### src/verilog/ctu_pkg.sv
/*
 * Shared constants for the clock-control slice.
 * The enable, reset and debug-init vectors are all NUM_CLUSTERS bits wide.
 * The opcodes fit in CMD_OP_W bits and are decoded only by the sequencer.
 */
`default_nettype none

package ctu_pkg;

   // Number of clusters, each with its own header
   localparam int NUM_CLUSTERS = 4;

   // Width of the cluster index carried with a command
   localparam int CLUSTER_IDX_W = $clog2(NUM_CLUSTERS);

   // Flops in every repeater and in the enable synchronizer
   localparam int SYNC_DEPTH = 2;

   // Two repeaters per header, all of them chained for scan
   localparam int SCAN_LEN = NUM_CLUSTERS * 2 * SYNC_DEPTH;

   // A reset or debug-init pulse holds its line low this many cycles
   localparam int RESET_PULSE_CYCLES = 8;

   // Pulse counters must hold RESET_PULSE_CYCLES itself
   localparam int PULSE_CNT_W = $clog2(RESET_PULSE_CYCLES + 1);

   // Command opcodes
   localparam int CMD_OP_W = 2;
   localparam logic [CMD_OP_W-1:0] CMD_ENABLE  = 2'b00;
   localparam logic [CMD_OP_W-1:0] CMD_DISABLE = 2'b01;
   // The two pulse opcodes act on every cluster at once
   localparam logic [CMD_OP_W-1:0] CMD_RESET   = 2'b10;
   localparam logic [CMD_OP_W-1:0] CMD_DBGINIT = 2'b11;

endpackage

`default_nettype wire
### src/verilog/ctu_top.sv
/*
 * Clock-control top: the sequencer feeding one header per cluster.
 * A command shows at the cluster outputs three edges after it is driven.
 * The scan chain enters header 0 and leaves from the last header,
 * SCAN_LEN flops long.
 */
`timescale 1ns/1ns
`default_nettype none

module ctu_top (
   input  logic                              gclk,
   input  logic                              rst_n,
   input  logic                              cmd_valid,
   input  logic [ctu_pkg::CMD_OP_W-1:0]      cmd_op,
   input  logic [ctu_pkg::CLUSTER_IDX_W-1:0] cmd_cluster,
   input  logic                              si,
   input  logic                              se,
   output logic [ctu_pkg::NUM_CLUSTERS-1:0]  cluster_en,
   output logic [ctu_pkg::NUM_CLUSTERS-1:0]  cluster_grst_l,
   output logic [ctu_pkg::NUM_CLUSTERS-1:0]  dbginit_l,
   output logic                              so
);

   // Per-cluster enables and the shared global levels
   logic [ctu_pkg::NUM_CLUSTERS-1:0] global_cken;
   logic                             grst_l;
   logic                             gdbginit_l;

   // Scan links, entry 0 is si and the last entry is so
   logic [ctu_pkg::NUM_CLUSTERS:0]   scan_link;

   ctu_sequencer sequencer_i (
      .gclk        (gclk),
      .rst_n       (rst_n),
      .cmd_valid   (cmd_valid),
      .cmd_op      (cmd_op),
      .cmd_cluster (cmd_cluster),
      .global_cken (global_cken),
      .grst_l      (grst_l),
      .gdbginit_l  (gdbginit_l)
   );

   assign scan_link[0] = si;

   for (genvar i = 0; i < ctu_pkg::NUM_CLUSTERS; i++) begin : g_header
      // Each header hands its so to the next header's si
      cluster_header header_i (
         .gclk           (gclk),
         .rst_n          (rst_n),
         .se             (se),
         .si             (scan_link[i]),
         .cluster_cken   (global_cken[i]),
         .grst_l         (grst_l),
         .gdbginit_l     (gdbginit_l),
         .cluster_en     (cluster_en[i]),
         .cluster_grst_l (cluster_grst_l[i]),
         .dbginit_l      (dbginit_l[i]),
         .so             (scan_link[i+1])
      );
   end

   assign so = scan_link[ctu_pkg::NUM_CLUSTERS];

endmodule

`default_nettype wire

### src/verilog/ctu_sequencer.sv
/*
 * Command sequencer. Takes one command per cmd_valid strobe, with no
 * back-pressure. All outputs are registered and change one edge after
 * the strobe is sampled. A pulse command arriving during a pulse of the
 * same kind reloads its counter, which stretches the pulse.
 */
`timescale 1ns/1ns
`default_nettype none

module ctu_sequencer (
   input  logic                              gclk,
   input  logic                              rst_n,
   input  logic                              cmd_valid,
   input  logic [ctu_pkg::CMD_OP_W-1:0]      cmd_op,
   input  logic [ctu_pkg::CLUSTER_IDX_W-1:0] cmd_cluster,
   output logic [ctu_pkg::NUM_CLUSTERS-1:0]  global_cken,
   output logic                              grst_l,
   output logic                              gdbginit_l
);

   // Enable mask with one bit per cluster
   logic [ctu_pkg::NUM_CLUSTERS-1:0] cken_q;
   logic [ctu_pkg::NUM_CLUSTERS-1:0] cken_nxt;

   // Low cycles left in each pulse
   // A counter at zero means no pulse is running
   logic [ctu_pkg::PULSE_CNT_W-1:0] rst_cnt_q;
   logic [ctu_pkg::PULSE_CNT_W-1:0] rst_cnt_nxt;
   logic [ctu_pkg::PULSE_CNT_W-1:0] dbg_cnt_q;
   logic [ctu_pkg::PULSE_CNT_W-1:0] dbg_cnt_nxt;

   // Registered active-low levels
   logic grst_l_q;
   logic gdbginit_l_q;

   // Decoded pulse requests
   logic rst_fire;
   logic dbg_fire;

   // Both counters share this rule, so they run side by side unaware
   // of each other and their pulses may overlap freely
   function automatic logic [ctu_pkg::PULSE_CNT_W-1:0] pulse_cnt_next(
      input logic [ctu_pkg::PULSE_CNT_W-1:0] cnt,
      input logic                            fire
   );
      logic [ctu_pkg::PULSE_CNT_W-1:0] nxt;
      if (fire) begin
         nxt = ctu_pkg::PULSE_CNT_W'(ctu_pkg::RESET_PULSE_CYCLES);
      end else if (cnt != '0) begin
         nxt = cnt - 1'b1;
      end else begin
         nxt = '0;
      end
      return nxt;
   endfunction

   // The cluster index is ignored for the pulse opcodes
   assign rst_fire = cmd_valid && (cmd_op == ctu_pkg::CMD_RESET);
   assign dbg_fire = cmd_valid && (cmd_op == ctu_pkg::CMD_DBGINIT);

   // Enable and disable touch only the addressed bit
   always_comb begin
      cken_nxt = cken_q;
      if (cmd_valid && (cmd_op == ctu_pkg::CMD_ENABLE)) begin
         cken_nxt[cmd_cluster] = 1'b1;
      end
      if (cmd_valid && (cmd_op == ctu_pkg::CMD_DISABLE)) begin
         cken_nxt[cmd_cluster] = 1'b0;
      end
   end

   assign rst_cnt_nxt = pulse_cnt_next(rst_cnt_q, rst_fire);
   assign dbg_cnt_nxt = pulse_cnt_next(dbg_cnt_q, dbg_fire);

   // The level is taken from the next count, so a load of N keeps the
   // line low for exactly N edges
   always_ff @(posedge gclk) begin
      if (!rst_n) begin
         cken_q       <= '0;
         rst_cnt_q    <= '0;
         dbg_cnt_q    <= '0;
         // Both global lines are held asserted through reset
         grst_l_q     <= 1'b0;
         gdbginit_l_q <= 1'b0;
      end else begin
         cken_q       <= cken_nxt;
         rst_cnt_q    <= rst_cnt_nxt;
         dbg_cnt_q    <= dbg_cnt_nxt;
         grst_l_q     <= (rst_cnt_nxt == '0);
         gdbginit_l_q <= (dbg_cnt_nxt == '0);
      end
   end

   assign global_cken = cken_q;
   assign grst_l      = grst_l_q;
   assign gdbginit_l  = gdbginit_l_q;

endmodule

`default_nettype wire

### src/verilog/cluster_header.sv
/*
 * Per-cluster header. The clock enable is only resynchronized, not
 * applied, so the cluster still runs on gclk.
 * The enable synchronizer is off the scan chain and keeps capturing
 * while se is high. Scan order is reset repeater, then debug-init.
 */
`timescale 1ns/1ns
`default_nettype none

module cluster_header (
   input  logic gclk,
   input  logic rst_n,
   input  logic se,
   input  logic si,
   input  logic cluster_cken,
   input  logic grst_l,
   input  logic gdbginit_l,
   output logic cluster_en,
   output logic cluster_grst_l,
   output logic dbginit_l,
   output logic so
);

   // Enable synchronizer stages, no scan hook-up
   logic [ctu_pkg::SYNC_DEPTH-1:0] cken_sync_q;

   // Scan link from the reset repeater into the debug-init repeater
   logic rst_sync_so;

   // Enable reads as off in reset, whatever the sequencer drives
   always_ff @(posedge gclk) begin
      if (!rst_n) begin
         cken_sync_q <= '0;
      end else begin
         cken_sync_q <= {cken_sync_q[ctu_pkg::SYNC_DEPTH-2:0], cluster_cken};
      end
   end

   assign cluster_en = cken_sync_q[ctu_pkg::SYNC_DEPTH-1];

   // Reset repeater is first on this header's piece of the chain
   reset_repeater rst_repeater (
      .gclk     (gclk),
      .rst_n    (rst_n),
      .se       (se),
      .async_in (grst_l),
      .si       (si),
      .sync_out (cluster_grst_l),
      .so       (rst_sync_so)
   );

   // Debug-init repeater closes the chain and drives the header's so
   reset_repeater dbginit_repeater (
      .gclk     (gclk),
      .rst_n    (rst_n),
      .se       (se),
      .async_in (gdbginit_l),
      .si       (rst_sync_so),
      .sync_out (dbginit_l),
      .so       (so)
   );

endmodule

`default_nettype wire

### src/verilog/reset_repeater.sv
/*
 * Flop repeater for an active-low global level, SYNC_DEPTH stages deep.
 * rst_n clears every stage, so the output reads asserted (low) in reset.
 * With se high the stages form a plain shift register from si to so.
 */
`timescale 1ns/1ns
`default_nettype none

module reset_repeater (
   input  logic gclk,
   input  logic rst_n,
   input  logic se,
   input  logic async_in,
   input  logic si,
   output logic sync_out,
   output logic so
);

   // Stage 0 is the capture flop, the top stage drives both outputs
   logic [ctu_pkg::SYNC_DEPTH-1:0] sync_q;

   // First stage picks the scan input over the functional input
   logic stage0_d;

   assign stage0_d = se ? si : async_in;

   // Later stages take the previous stage in both modes
   always_ff @(posedge gclk) begin
      if (!rst_n) begin
         sync_q <= '0;
      end else begin
         sync_q <= {sync_q[ctu_pkg::SYNC_DEPTH-2:0], stage0_d};
      end
   end

   // The functional output and the scan output are the same flop
   assign sync_out = sync_q[ctu_pkg::SYNC_DEPTH-1];
   assign so       = sync_q[ctu_pkg::SYNC_DEPTH-1];

endmodule

`default_nettype wire

### config.mk
export PLATFORM = sky130hd
export DESIGN_NAME = ctu_top
export DESIGN_NICKNAME = d
export VERILOG_FILES = /design/src/verilog/ctu_pkg.sv /design/src/verilog/ctu_top.sv /design/src/verilog/ctu_sequencer.sv /design/src/verilog/cluster_header.sv /design/src/verilog/reset_repeater.sv
export SDC_FILE = /design/constraint.sdc
export NUM_CORES = 1
export LEC_CHECK = 0
export BUFFER_PORTS_ARGS = -buffer_cell sky130_fd_sc_hd__buf_4
export CORE_MARGIN = 2
export CORE_UTILIZATION = 45
export DETAILED_ROUTE_END_ITERATION = 16
export PLACE_DENSITY = 0.66
export SKIP_LAST_GASP = 1
export SYNTH_ARGS = -nofsm -noshare
export SYNTH_HDL_FRONTEND = slang
export SYNTH_HIERARCHICAL = 1
export SYNTH_SLANG_ARGS = --single-unit
### constraint.sdc
create_clock -name gclk -period 2.4 [get_ports gclk]
set_input_delay 0.48 -clock gclk [delete_from_list [all_inputs] [get_ports gclk]]
set_output_delay 0.48 -clock gclk [all_outputs]
set_load 0.05 [all_outputs]
==> flow_summary.toml <==
[global_routing]
antenna_found_initial = 0
grt_overflow = 0
grt_max_degree = 35
grt_pass1_wl_um = 3530
grt_use_total_pct = 13.9
first_global_vias = 816

[clock_network]
cts_resized = 0
cts_tree = "built"
cts_sinks = 38
cts_max_path_buffers = 2
cts.htree.levels = 2
cts_root_buffer = "clkbuf_4"
clk_latency_ns = 0.34
clk_pin_slew_ns = 0.10
cts_made_buffers = 5
post_cts_buffers = 0
postCtsHoldBufs = 0

[power_and_ir_drop]
p_leak_nw = 0.721
peakVddDrop_uv = 474
powerDensity_nw_per_um2 = 986

[finish]
n_antenna_cell = 0
layout.nets = 161
layout-drive-gt1-share_pct = 24.5
ff_latch_area_sq_um = 761
nFillCells = 274
area_growth_pct = 15.0
multiInputGateArea_sq_um = 568

[placed_design]
place_ws_ns = 0.982
io_buffer_count = 21
hpwlAfterDp_um = 1380
gp_congestion = 0.737

[synthesis]
synth_edf_count = 0
synth_ff_type = "dfxtp_1"
ys_types = 30
yosysWarnings = 6
yosys.area.top_type = "dfxtp_1"
syn_nets = 142
synth_area_leaders = "dfxtp_1 54%, and2_1 8.4%, mux2i_1 7.8%, buf_4 4.2%, nor2b_1 3.5%"
seq_area_frac_synth_pct = 53.6
synthCells = 131
ys_top_cells_by_count = "38 x dfxtp_1, 19 x and2_1, 11 x mux2i_1"
netlist_area_sq_um = 1420
async_reset_ff_share_pct = 0
yosysMostFrequentCell = "dfxtp_1"
synth_top_area_share_pct = 53.6
yosys_register_bits = 38
syn_avg_cell_area_sq_um = 10.8

[min_path]
hold_class = "in2reg"
holdPathStages = 3

[floorplan]
start_util_pct = 46.9
std_cell_rows = 20
ios = 22
fp.coreArea_sq_um = 3030
die_h_um = 60.2
die_area_sq_um = 3620
dieWidth_um = 60.2

[sta]
max_freq_mhz = 698
finalSetupViolations = 0
fin_setup_tns_ns = 0
tightest_slew_ns = 0.293
layout_min_cycle_time_ns = 1.43
finClkSkew_ns = 0.00642
rsz0062_at_grt = "no"
min_period_over_period_pct = 59.7
slew_headroom_pct = 80.4
postLayoutSetupSlackWorst_ns = 0.967
hold_viol = 0
slew_viol_final = 0

[drt]
viasPerCell = 4.56
antenna_left = 0
vias = 889
wl_um = 2000
dr.pass1.iters = 4
wl_per_cell_um = 10.2
drt_iter0_drc = 16
remaining_drc_errors = 0

[outcome]
outcome = "complete, no violations"

[critical_path]
crit_type = "reg2reg"
crit_path_start_kind = "flop"
crit_path_end_kind = "flop"
worst-path-max-fanout = 5
worstRegToRegCells = 5
arrival_ns = 1.67
worstPathRequired_ns = 2.64

[flow_run]
cap_violations = 0
## kinds of logic (layout without fill, tap and decap cells)
kind of cell | Yosys count | count (layout) | share of synthesized area (%)
xor+xnor | 2 | 2 | 1.23
compound gates | 12 | 12 | 6.79
mux | 11 | 11 | 7.76
simple gates | 50 | 50 | 22.5
fa+ha+maj | 2 | 2 | 1.76
flops | 38 | 38 | 53.6
buf+inv | 16 | 36 | 6.35
## registers in the layout, indices dropped and copies added (netlist names)
name / cells
sequencer_i/global_cken: 4
g_header.header_i/rst_repeater/sync_q: 8
sequencer_i/rst_cnt_q: 4
sequencer_i/gdbginit_l: 1
g_header.header_i/dbginit_repeater/sync_q: 8
g_header.header_i/cken_sync_q: 8
sequencer_i/grst_l: 1
sequencer_i/dbg_cnt_q: 4
## critical path: stages, from the launching register on
cell,delay (ns)
dfxtp_1,0.39
inv_1,0.06
ha_1,0.23
or2_2,0.30
o221a_2,0.24
o211a_1,0.11
## cells in the final DEF (no fill, tap or decap), types with 2 or more instances in the layout
| cell type | netlist | final |
|---|---|---|
| dfxtp_1 | 38 | 38 |
| buf_4 | 8 | 21 |
| and2_1 | 19 | 19 |
| mux2i_1 | 11 | 11 |
| nor2b_1 | 8 | 8 |
| inv_1 | 7 | 7 |
| nor2_1 | 6 | 6 |
| clkbuf_4 | 0 | 5 |
| or3_1 | 3 | 3 |
| o211a_1 | 3 | 3 |
| or2_2 | 2 | 2 |
| o31ai_1 | 2 | 2 |
| nor2b_2 | 2 | 2 |
| nand2b_1 | 2 | 2 |
| xnor2_1 | 2 | 2 |
| o21ai_0 | 2 | 2 |
| ha_1 | 2 | 2 |
## per-stage QoR
| step | util, % | cell area [sq um] | total power, mW | instances | hold WS (ns) |
|---|---|---|---|---|---|
| 6_report | 53.9 | 1630 | 1.61 | 195 | 0.408 |
| 2_1_floorplan | - | 1420 | 1.18 | 131 | 0.406 |
| 3_5_place_dp | 51.8 | 1570 | 1.28 | 187 | 0.412 |
| 3_3_place_gp | 51.8 | 1570 | 1.25 | 187 | 0.408 |
| 4_1_cts | 53.9 | 1630 | 1.64 | 195 | 0.388 |
| 5_1_grt | 53.9 | 1630 | 1.74 | 195 | 0.419 |
## power breakdown
group	internal [mW]	switching, mW	total, mW
combinational	0.229	0.225	0.454
sequential	0.733	0.0776	0.811
clock	0.141	0.203	0.344
total	1.10	0.506	1.61
## final cells by class
type                    count  area share, %
repair buffers             21           9.66
clock buffers               6           3.14
flip-flops and latches     38           46.6
multi-input cells          77           34.8
clock inverters             2          0.767
well taps                  44           3.37
inverters                   7           1.61
## worst paths after layout
path / from / to / slack (ns)
max: sequencer_i/rst_cnt_q[0]$_SDFF_PN0_ / sequencer_i/grst_l$_SDFF_PN0_ / 0.97
max reg2reg: sequencer_i/rst_cnt_q[0]$_SDFF_PN0_ / sequencer_i/grst_l$_SDFF_PN0_ / 0.97
min reg2reg: g_header[0].header_i/dbginit_repeater/sync_q[0]$_SDFF_PN0_ / g_header[0].header_i/dbginit_repeater/sync_q[1]$_SDFF_PN0_ / 0.43
min: si / g_header[0].header_i/rst_repeater/sync_q[0]$_SDFF_PN0_ / 0.41
## routing by layer
layer	share of wire, %	routed length, um	global-route usage (%)	vias to the layer above
li1	-	-	-	467
met1	45	895	15.6	403
met2	48	963	20.7	14
met3	4.4	87	5.41	5
met4	2.7	53	11.4	0
met5	0	0	0	-
No activity file was read; power rests on OpenSTA's default activity.
